--- src/source/fftPkg.sv ---
package fftPkg;

	localparam int FFT_POINTS = 16;             // Transform size
	localparam int POS_WIDTH  = 4;              // Frame position tag width
	localparam int DATA_WIDTH = 16;             // Signed real or imaginary part
	localparam int COEF_WIDTH = 16;             // Signed Q1.14 twiddle part

	// One complex sample word
	typedef struct packed {
		logic signed [DATA_WIDTH-1:0] re;       // Real part
		logic signed [DATA_WIDTH-1:0] im;       // Imaginary part
	} complexT;

	// Complex payload as it travels between stages
	typedef struct packed {
		logic                 valid;            // Sample qualifier
		logic [POS_WIDTH-1:0] pos;              // Position inside the frame
		complexT              data;             // Payload
	} sampleT;

	// cos(2*pi*k/16) scaled by 2^14
	localparam logic signed [COEF_WIDTH-1:0] TWIDDLE_RE [FFT_POINTS] = '{
		16'sd16384,  16'sd15137,  16'sd11585,  16'sd6270,
		16'sd0,     -16'sd6270,  -16'sd11585, -16'sd15137,
		-16'sd16384, -16'sd15137, -16'sd11585, -16'sd6270,
		16'sd0,      16'sd6270,   16'sd11585,  16'sd15137
	};

	// -sin(2*pi*k/16) scaled by 2^14
	localparam logic signed [COEF_WIDTH-1:0] TWIDDLE_IM [FFT_POINTS] = '{
		16'sd0,     -16'sd6270,  -16'sd11585, -16'sd15137,
		-16'sd16384, -16'sd15137, -16'sd11585, -16'sd6270,
		16'sd0,      16'sd6270,   16'sd11585,  16'sd15137,
		16'sd16384,  16'sd15137,  16'sd11585,  16'sd6270
	};

endpackage
--- src/source/fftStream.sv ---
`timescale 1ns/1ps

module fftStream
	import fftPkg::*;
(
	input  logic    CLK,
	input  logic    RST,
	input  complexT sampleIn_i,
	input  logic    sampleValid_i,
	output complexT binOut_o,
	output logic    binValid_o,
	output logic    frameStart_o
);

	sampleT framed;                             // Tagged input stream
	sampleT stage1Out;
	sampleT stage2Out;
	sampleT rotated;                            // After the W16 multiply
	sampleT stage3Out;
	sampleT stage4Out;                          // Bit-reversed bins

	sampleFramer framer (
		.CLK           (CLK),
		.RST           (RST),
		.sampleIn_i    (sampleIn_i),
		.sampleValid_i (sampleValid_i),
		.sample_o      (framed)
	);

	// First radix-2^2 pair over the 16-point span
	sdfStage #(.DELAY(8), .ROTATE_NEG_J(1'b1)) stage1 (
		.CLK (CLK), .RST (RST), .sample_i (framed), .sample_o (stage1Out)
	);

	sdfStage #(.DELAY(4), .ROTATE_NEG_J(1'b0)) stage2 (
		.CLK (CLK), .RST (RST), .sample_i (stage1Out), .sample_o (stage2Out)
	);

	twiddleRotator rotator (
		.CLK (CLK), .RST (RST), .sample_i (stage2Out), .sample_o (rotated)
	);

	// Second pair finishes the four-point sub-transforms
	sdfStage #(.DELAY(2), .ROTATE_NEG_J(1'b1)) stage3 (
		.CLK (CLK), .RST (RST), .sample_i (rotated), .sample_o (stage3Out)
	);

	sdfStage #(.DELAY(1), .ROTATE_NEG_J(1'b0)) stage4 (
		.CLK (CLK), .RST (RST), .sample_i (stage3Out), .sample_o (stage4Out)
	);

	bitReverseBuffer reorder (
		.CLK          (CLK),
		.RST          (RST),
		.sample_i     (stage4Out),
		.binOut_o     (binOut_o),
		.binValid_o   (binValid_o),
		.frameStart_o (frameStart_o)
	);

endmodule

--- src/source/bitReverseBuffer.sv ---
`timescale 1ns/1ps

module bitReverseBuffer
	import fftPkg::*;
(
	input  logic    CLK,
	input  logic    RST,
	input  sampleT  sample_i,
	output complexT binOut_o,
	output logic    binValid_o,
	output logic    frameStart_o
);

	complexT              bankMem [2*FFT_POINTS];   // Two frames, bank bit on top
	logic                 writeBank;                // Bank being filled
	logic                 readBank;                 // Bank being emptied
	logic                 aligned;                  // A frame start has been seen
	logic                 reading;
	logic [POS_WIDTH-1:0] readAddr;                 // Natural bin index
	logic [POS_WIDTH-1:0] writeAddr;
	logic                 writeEn;
	logic                 frameDone;

	function automatic logic [POS_WIDTH-1:0] bitRev(input logic [POS_WIDTH-1:0] p);
		logic [POS_WIDTH-1:0] r;
		for (int i = 0; i < POS_WIDTH; i++)
		begin
			r[i] = p[POS_WIDTH-1-i];
		end
		return r;
	endfunction

	// Slots before the first position 0 are pipeline fill and get dropped
	assign writeEn   = sample_i.valid && (aligned || (sample_i.pos == '0));
	assign writeAddr = bitRev(sample_i.pos);                   // Slot q holds bin bitrev(q)
	assign frameDone = writeEn && (&sample_i.pos);             // Last slot of the frame

	always_ff @(posedge CLK)
	begin
		if (writeEn)
		begin
			bankMem[{writeBank, writeAddr}] <= sample_i.data;
		end
	end

	always_ff @(posedge CLK or posedge RST)
	begin
		if (RST)
		begin
			aligned   <= 1'b0;
			writeBank <= 1'b0;
			readBank  <= 1'b0;
			reading   <= 1'b0;
			readAddr  <= '0;
		end
		else
		begin
			if (writeEn)
			begin
				aligned <= 1'b1;
			end
			if (frameDone)
			begin
				writeBank <= ~writeBank;        // Next frame goes to the other bank
				readBank  <= writeBank;         // Full bank drains in natural order
				reading   <= 1'b1;
				readAddr  <= '0;
			end
			else if (reading)
			begin
				readAddr <= readAddr + 1'b1;
				if (&readAddr)
				begin
					reading <= 1'b0;            // Sixteen bins out
				end
			end
		end
	end

	assign binOut_o     = bankMem[{readBank, readAddr}];
	assign binValid_o   = reading;
	assign frameStart_o = reading && (readAddr == '0);         // Flags bin 0

endmodule

--- src/source/twiddleRotator.sv ---
`timescale 1ns/1ps

module twiddleRotator
	import fftPkg::*;
(
	input  logic   CLK,
	input  logic   RST,
	input  sampleT sample_i,
	output sampleT sample_o
);

	localparam int FRAC_BITS = COEF_WIDTH - 2;                 // Q1.14 fraction
	localparam int PROD_WIDTH = DATA_WIDTH + COEF_WIDTH;
	localparam int ACC_WIDTH  = PROD_WIDTH + 1;

	logic [1:0]                    quarterRev;                 // Bit-reversed quarter index
	logic [POS_WIDTH-1:0]          exponent;                   // Power of W16
	logic signed [COEF_WIDTH-1:0]  coefRe;
	logic signed [COEF_WIDTH-1:0]  coefIm;
	logic signed [PROD_WIDTH-1:0]  prodRr;
	logic signed [PROD_WIDTH-1:0]  prodIi;
	logic signed [PROD_WIDTH-1:0]  prodRi;
	logic signed [PROD_WIDTH-1:0]  prodIr;
	logic signed [ACC_WIDTH-1:0]   accRe;
	logic signed [ACC_WIDTH-1:0]   accIm;
	complexT                       rotated;
	logic                          validQ;
	logic [POS_WIDTH-1:0]          posQ;
	complexT                       dataQ;

	// Drop the fraction toward minus infinity and clip to the data range
	function automatic logic signed [DATA_WIDTH-1:0] scaleSat(input logic signed [ACC_WIDTH-1:0] v);
		logic signed [ACC_WIDTH-1:0] shifted;
		shifted = v >>> FRAC_BITS;
		if (&shifted[ACC_WIDTH-1:DATA_WIDTH-1] || ~|shifted[ACC_WIDTH-1:DATA_WIDTH-1])
		begin
			return shifted[DATA_WIDTH-1:0];
		end
		else if (shifted[ACC_WIDTH-1])
		begin
			return {1'b1, {(DATA_WIDTH-1){1'b0}}};   // Negative overflow
		end
		return {1'b0, {(DATA_WIDTH-1){1'b1}}};       // Positive overflow
	endfunction

	// Quarters 0..3 use 0, 2n, n and 3n
	assign quarterRev = {sample_i.pos[POS_WIDTH-2], sample_i.pos[POS_WIDTH-1]};
	assign exponent   = {2'b00, sample_i.pos[1:0]} * {2'b00, quarterRev};
	assign coefRe     = TWIDDLE_RE[exponent];
	assign coefIm     = TWIDDLE_IM[exponent];

	// (a + jb)(c + jd) with four multipliers
	assign prodRr  = $signed(sample_i.data.re) * coefRe;
	assign prodIi  = $signed(sample_i.data.im) * coefIm;
	assign prodRi  = $signed(sample_i.data.re) * coefIm;
	assign prodIr  = $signed(sample_i.data.im) * coefRe;
	assign accRe   = prodRr - prodIi;
	assign accIm   = prodRi + prodIr;
	assign rotated = '{re: scaleSat(accRe), im: scaleSat(accIm)};

	always_ff @(posedge CLK or posedge RST)
	begin
		if (RST)
		begin
			validQ <= 1'b0;
		end
		else
		begin
			validQ <= sample_i.valid;           // Single cycle through the multiplier
		end
	end

	always_ff @(posedge CLK)
	begin
		if (sample_i.valid)
		begin
			posQ  <= sample_i.pos;              // Rotation keeps the slot
			dataQ <= rotated;
		end
	end

	assign sample_o = '{valid: validQ, pos: posQ, data: dataQ};

endmodule

--- src/source/sdfStage.sv ---
`timescale 1ns/1ps

module sdfStage
	import fftPkg::*;
#(
	parameter int DELAY        = 1,             // Feedback depth, also the butterfly distance
	parameter bit ROTATE_NEG_J = 1'b0           // Trivial -j rotation on the last quarter
)(
	input  logic   CLK,
	input  logic   RST,
	input  sampleT sample_i,
	output sampleT sample_o
);

	localparam int STAGE_BIT = $clog2(DELAY);   // Position bit that selects the butterfly phase
	localparam int SPAN      = 2 * DELAY;       // Positions covered by one butterfly group

	complexT                     delayLine [DELAY];
	complexT                     head;          // Oldest entry of the feedback line
	complexT                     sum;
	complexT                     diff;
	complexT                     feedback;      // Value pushed into the line
	complexT                     emitted;       // Value leaving the stage
	logic signed [DATA_WIDTH:0]  sumRe;
	logic signed [DATA_WIDTH:0]  sumIm;
	logic signed [DATA_WIDTH:0]  diffRe;
	logic signed [DATA_WIDTH:0]  diffIm;
	logic [POS_WIDTH-1:0]        outPos;
	logic                        butterflyPhase;
	logic                        lastQuarter;
	logic                        validQ;
	logic [POS_WIDTH-1:0]        posQ;
	complexT                     dataQ;

	// Negation clipped at the positive limit
	function automatic logic signed [DATA_WIDTH-1:0] negSat(input logic signed [DATA_WIDTH-1:0] x);
		if (x == {1'b1, {(DATA_WIDTH-1){1'b0}}})
		begin
			return {1'b0, {(DATA_WIDTH-1){1'b1}}};
		end
		return -x;
	endfunction

	assign head           = delayLine[DELAY-1];
	assign butterflyPhase = sample_i.pos[STAGE_BIT];               // Second half of the group
	assign outPos         = sample_i.pos - POS_WIDTH'(DELAY);      // Slot the emitted value belongs to
	assign lastQuarter    = (outPos & POS_WIDTH'(SPAN - 1)) >= POS_WIDTH'((3 * SPAN) / 4);

	// Halving butterfly, floor of the half keeps the result in range
	assign sumRe  = $signed(head.re) + $signed(sample_i.data.re);
	assign sumIm  = $signed(head.im) + $signed(sample_i.data.im);
	assign diffRe = $signed(head.re) - $signed(sample_i.data.re);
	assign diffIm = $signed(head.im) - $signed(sample_i.data.im);
	assign sum    = '{re: sumRe[DATA_WIDTH:1], im: sumIm[DATA_WIDTH:1]};
	assign diff   = '{re: diffRe[DATA_WIDTH:1], im: diffIm[DATA_WIDTH:1]};

	always_comb
	begin
		if (butterflyPhase)
		begin
			emitted  = sum;                     // Sum leaves now
			feedback = diff;                    // Difference waits DELAY samples
		end
		else
		begin
			feedback = sample_i.data;           // Fill with the first half of the group
			if (ROTATE_NEG_J && lastQuarter)
			begin
				emitted.re = head.im;           // Multiply by -j
				emitted.im = negSat(head.re);
			end
			else
			begin
				emitted = head;                 // Pending difference from the last group
			end
		end
	end

	// Feedback line shifts on valid samples only
	always_ff @(posedge CLK)
	begin
		if (sample_i.valid)
		begin
			delayLine[0] <= feedback;
			for (int i = 1; i < DELAY; i++)
			begin
				delayLine[i] <= delayLine[i-1];
			end
		end
	end

	always_ff @(posedge CLK or posedge RST)
	begin
		if (RST)
		begin
			validQ <= 1'b0;
		end
		else
		begin
			validQ <= sample_i.valid;
		end
	end

	always_ff @(posedge CLK)
	begin
		if (sample_i.valid)
		begin
			posQ  <= outPos;
			dataQ <= emitted;
		end
	end

	assign sample_o = '{valid: validQ, pos: posQ, data: dataQ};

endmodule

--- src/source/sampleFramer.sv ---
`timescale 1ns/1ps

module sampleFramer
	import fftPkg::*;
(
	input  logic    CLK,
	input  logic    RST,
	input  complexT sampleIn_i,
	input  logic    sampleValid_i,
	output sampleT  sample_o
);

	logic [POS_WIDTH-1:0] posCount;             // Position given to the next valid input
	logic                 validQ;
	logic [POS_WIDTH-1:0] posQ;
	complexT              dataQ;

	// Frame position wraps every FFT_POINTS valid samples
	always_ff @(posedge CLK or posedge RST)
	begin
		if (RST)
		begin
			posCount <= '0;
			validQ   <= 1'b0;
		end
		else
		begin
			validQ <= sampleValid_i;            // One cycle of input latency
			if (sampleValid_i)
			begin
				posCount <= posCount + 1'b1;    // Advances on valid only
			end
		end
	end

	always_ff @(posedge CLK)
	begin
		if (sampleValid_i)
		begin
			posQ  <= posCount;                  // Tag travels with the sample
			dataQ <= sampleIn_i;
		end
	end

	assign sample_o = '{valid: validQ, pos: posQ, data: dataQ};

endmodule

--- config.mk ---
export PLATFORM = sky130hd
export DESIGN_NAME = fftStream
export DESIGN_NICKNAME = d
export VERILOG_FILES = /design/src/source/fftPkg.sv /design/src/source/fftStream.sv /design/src/source/bitReverseBuffer.sv /design/src/source/twiddleRotator.sv /design/src/source/sdfStage.sv /design/src/source/sampleFramer.sv
export SDC_FILE = /design/constraint.sdc
export NUM_CORES = 2
export LEC_CHECK = 0
export ABC_AREA = 1
export BUFFER_PORTS_ARGS = -buffer_cell sky130_fd_sc_hd__buf_4
export CAP_MARGIN = 30
export CORE_UTILIZATION = 45
export CTS_BUF_LIST = sky130_fd_sc_hd__clkbuf_8
export CTS_CLUSTER_DIAMETER = 150
export DETAILED_ROUTE_END_ITERATION = 10
export HOLD_SLACK_MARGIN = 0.12
export PLACE_DENSITY = 0.68
export SLEW_MARGIN = 20
export SYNTH_ARGS = -nofsm -noshare
export SYNTH_HDL_FRONTEND = slang
export SYNTH_SLANG_ARGS = --single-unit
--- constraint.sdc ---
create_clock -name CLK -period 8.7 [get_ports CLK]
set_input_delay 0.87 -clock CLK [delete_from_list [all_inputs] [get_ports CLK]]
set_output_delay 0.87 -clock CLK [all_outputs]
set_load 0.1 [all_outputs]
==> impl_metrics.ini <==
[outcome]
status = complete, no violations

[setup_path]
reg2reg_slack_ps = 70
cpPeakStageDelay_ps = 640
critical-path-slowest-cell = fa_2
rr_worst_depth = 40
cp_data_required_time_ps = 9520
crit_arrival_ps = 9440
path_max_fanout = 15
critical_path_class = reg2reg
critPathLaunchType = flop
worst_path_most_repeated_cell = nand2_1
endpoint_kind = flop

[placement]
place_inst = 14500
dpl.hpwl_mm = 234
gp_congestion = 0.964
portBuffers = 68
place_area_sq_mm = 0.124

[clock_network]
cts_root_buf = clkbuf_8
cts_buffer_depth = 4
cts_tree = built
cts.clk_slew.worst_paths_ps = 60
cts_num_sinks = 1738
clk_latency_ps = 1050
h-tree-depth = 5
cts_buffers = 297

[sta]
max_freq_mhz = 116
worst_slew_pin_slew_ps = 1100
period_needed_ps = 8630
max_slew_margin_pct = 26.8
maxSlewViolCount = 0
rsz0062_at_grt = yes
clock-skew-final_ps = 182
setup_violations = 0
fin_crit_sh_pct = 99.2
hold_violations = 0

[yosys]
synth_edf_count = 1720
dominantRegCellSynth = edfxtp_1
ys.warnings.count = 0
synthCells = 10900
synth_area_sq_mm = 0.116
synth-seq-cells = 1738
synth_fp_nets = 12700
seq_area_frac_synth_pct = 45.0
async_reset_ff_share_pct = 1.04
synth_area_per_cell_sq_um = 10.6
synth_cell_types = 56

[floorplan]
ios = 69
core-area_sq_mm = 0.255
rows = 185
die_width_microns = 509
fp.dieH_microns = 509
die_area_sq_mm = 0.259
initial_utilization_pct = 45.4

[finish]
final_core_util_pct = 51.6
mostFrequentLayoutCell = inv_1
final_area_sq_mm = 0.132
nNetsFinal = 13300
area_growth_pct = 13.5
layout_common_cells = 1932 x inv_1, 1720 x edfxtp_1, 1290 x nand2_1
drive_gt1_share_pct = 12.2
fin_cells = 15100

[detailed_routing]
route.top_layer_used = met5
via_per_inst = 5.45
drtIter0Drc = 7484
ant_nets = 0
met2_length_mm = 154
drt_first_pass_iters = 6
routedWlPerCell_microns = 21.7
wl_mm = 328
drc = 0
num_vias = 82200
met3_length_mm = 26.3
met1_length_mm = 130

[job]
maxCapViolations = 0

[grt]
grt_overflow = 0
first_global_vias = 83000
grt_pass1_wl_mm = 493
grt_antenna_before_repair = 4
grt_max_degree = 198
grtUsageTotal_pct = 25.1

[min_path]
whs_path_depth = 0
min_path_type = reg2reg
[flip-flops by register name (all words and copies together) (netlist names), 64 cells and up]
name and count:
reorder.bankMem 1024, stage1.delayLine 256, stage2.delayLine 128, stage3.delayLine 64
[cell families (layout without fill, tap and decap cells)]
family / Yosys count / in the layout / synth area share [%]
and+or+nand+nor: 3086 / 3088 / 10.6
buffers and inverters: 2347 / 3134 / 7.66
muxes: 1 / 1 / 0.00972
xor gates and xnor gates: 180 / 180 / 1.36
DFF: 1738 / 1738 / 45.0
adders and majority gates: 1730 / 1730 / 26.2
other: 0 / 3 / 0
AOI/OAI and AO/OA: 1863 / 1863 / 9.15
[worst max-delay path, delay by kind of cell, from the launching register on]
kind / cells / cell delay, ps
AND/OR/NAND/NOR: 16 / 1650
buffers and inverters: 11 / 1140
adder cells (fa/ha/maj): 11 / 4950
AO/OA/AOI/OAI: 2 / 280
flip-flops: 1 / 430
[cell type report]
type	count	area, sq um
Clock inverter	195	1040
Multi-Input combinational cell	6862	56300
Antenna cell	3	7.51
Clock buffer	302	4160
Fill cell	22500	124000
Inverter	1910	7210
Timing Repair Buffer	727	6460
Tap cell	3366	4210
Sequential cell	1738	52100
[cells in the mapped netlist, types with 2 or more instances]
cell type / number / area, sq um
inv_2: 6 / 22.5
o22ai_1: 282 / 1760
ha_1: 563 / 7040
a22oi_1: 14 / 105
buf_4: 3 / 22.5
nand2_1: 1341 / 5030
a31oi_1: 47 / 294
or2_2: 23 / 144
o21a_1: 11 / 82.6
a221oi_1: 42 / 368
o21bai_1: 32 / 240
o211ai_1: 19 / 143
a22o_1: 32 / 280
inv_1: 1882 / 7060
nand3_1: 242 / 1210
a211oi_1: 34 / 255
dfrtp_1: 18 / 450
nand2_2: 7 / 43.8
a21o_1: 33 / 248
clkbuf_1: 392 / 1470
o21ai_0: 878 / 4390
o221ai_1: 29 / 254
xnor2_1: 41 / 359
and2_1: 3 / 18.8
or3_1: 2 / 12.5
clkinv_1: 22 / 82.6
a21boi_0: 6 / 45.0
a21oi_1: 366 / 1830
edfxtp_1: 1720 / 51600
nand3b_1: 5 / 37.5
o31ai_1: 26 / 195
nand2_4: 3 / 33.8
buf_2: 23 / 115
nand3_2: 4 / 40.0
buf_1: 16 / 60.1
o21ai_1: 3 / 15.0
nand4_1: 39 / 244
xor2_1: 139 / 1220
nor4_1: 16 / 100
buf_6: 3 / 33.8
nor3_1: 60 / 300
nor2_1: 1336 / 5010
a32oi_1: 3 / 26.3
fa_1: 1167 / 23400
[metrics by stage]
step | setup TNS (ps) | worst slack [ps] | hold slack, ps
final | 0 | 72.5 | 356
after global placement | -7460 | -258 | 400
after CTS | 0 | 0.138 | 284
after detailed placement | -5860 | -312 | 405
after global routing | -2760 | -161 | 323
after floorplan | 0 | 11.8 | 400
[routing by layer]
metal	vias up	GRT usage (%)
li1	37200	-
met1	40900	32.6
met2	3405	40.8
met3	729	4.55
met4	2	12.1
met5	-	0
[path summary, 6_finish.rpt]
kind                                                   start                                  to
setup / recovery                    stage2.posQ[0]$_DFFE_PP_  rotator.sample_o[30]$_SDFFCE_PN1P_
hold / removal             stage3.delayLine[0][31]$_DFFE_PP_   stage3.delayLine[0][63]$_DFFE_PP_
hold reg to reg            stage3.delayLine[0][31]$_DFFE_PP_   stage3.delayLine[0][63]$_DFFE_PP_
max in group asynchronous                                RST             stage3.validQ$_DFF_PP0_
min in group asynchronous                                RST      framer.posCount[1]$_DFFE_PP0P_
setup reg to reg                    stage2.posQ[0]$_DFFE_PP_  rotator.sample_o[30]$_SDFFCE_PN1P_
[what timing repair did]
item | in CTS | in global routing
hold buffers | 33 | 0
cloned | 2 | 2
setup endpoints to repair | 31 | 32
endpoints found under the hold margin | 50 | 0
setup buffers | 1 | 36
pin swaps | 14 | 73
gates resized for setup | 87 | 284
Power is left out: the tool's default activity adds up to more than one toggle a clock period on the data nets, which glitch-free logic cannot reach.
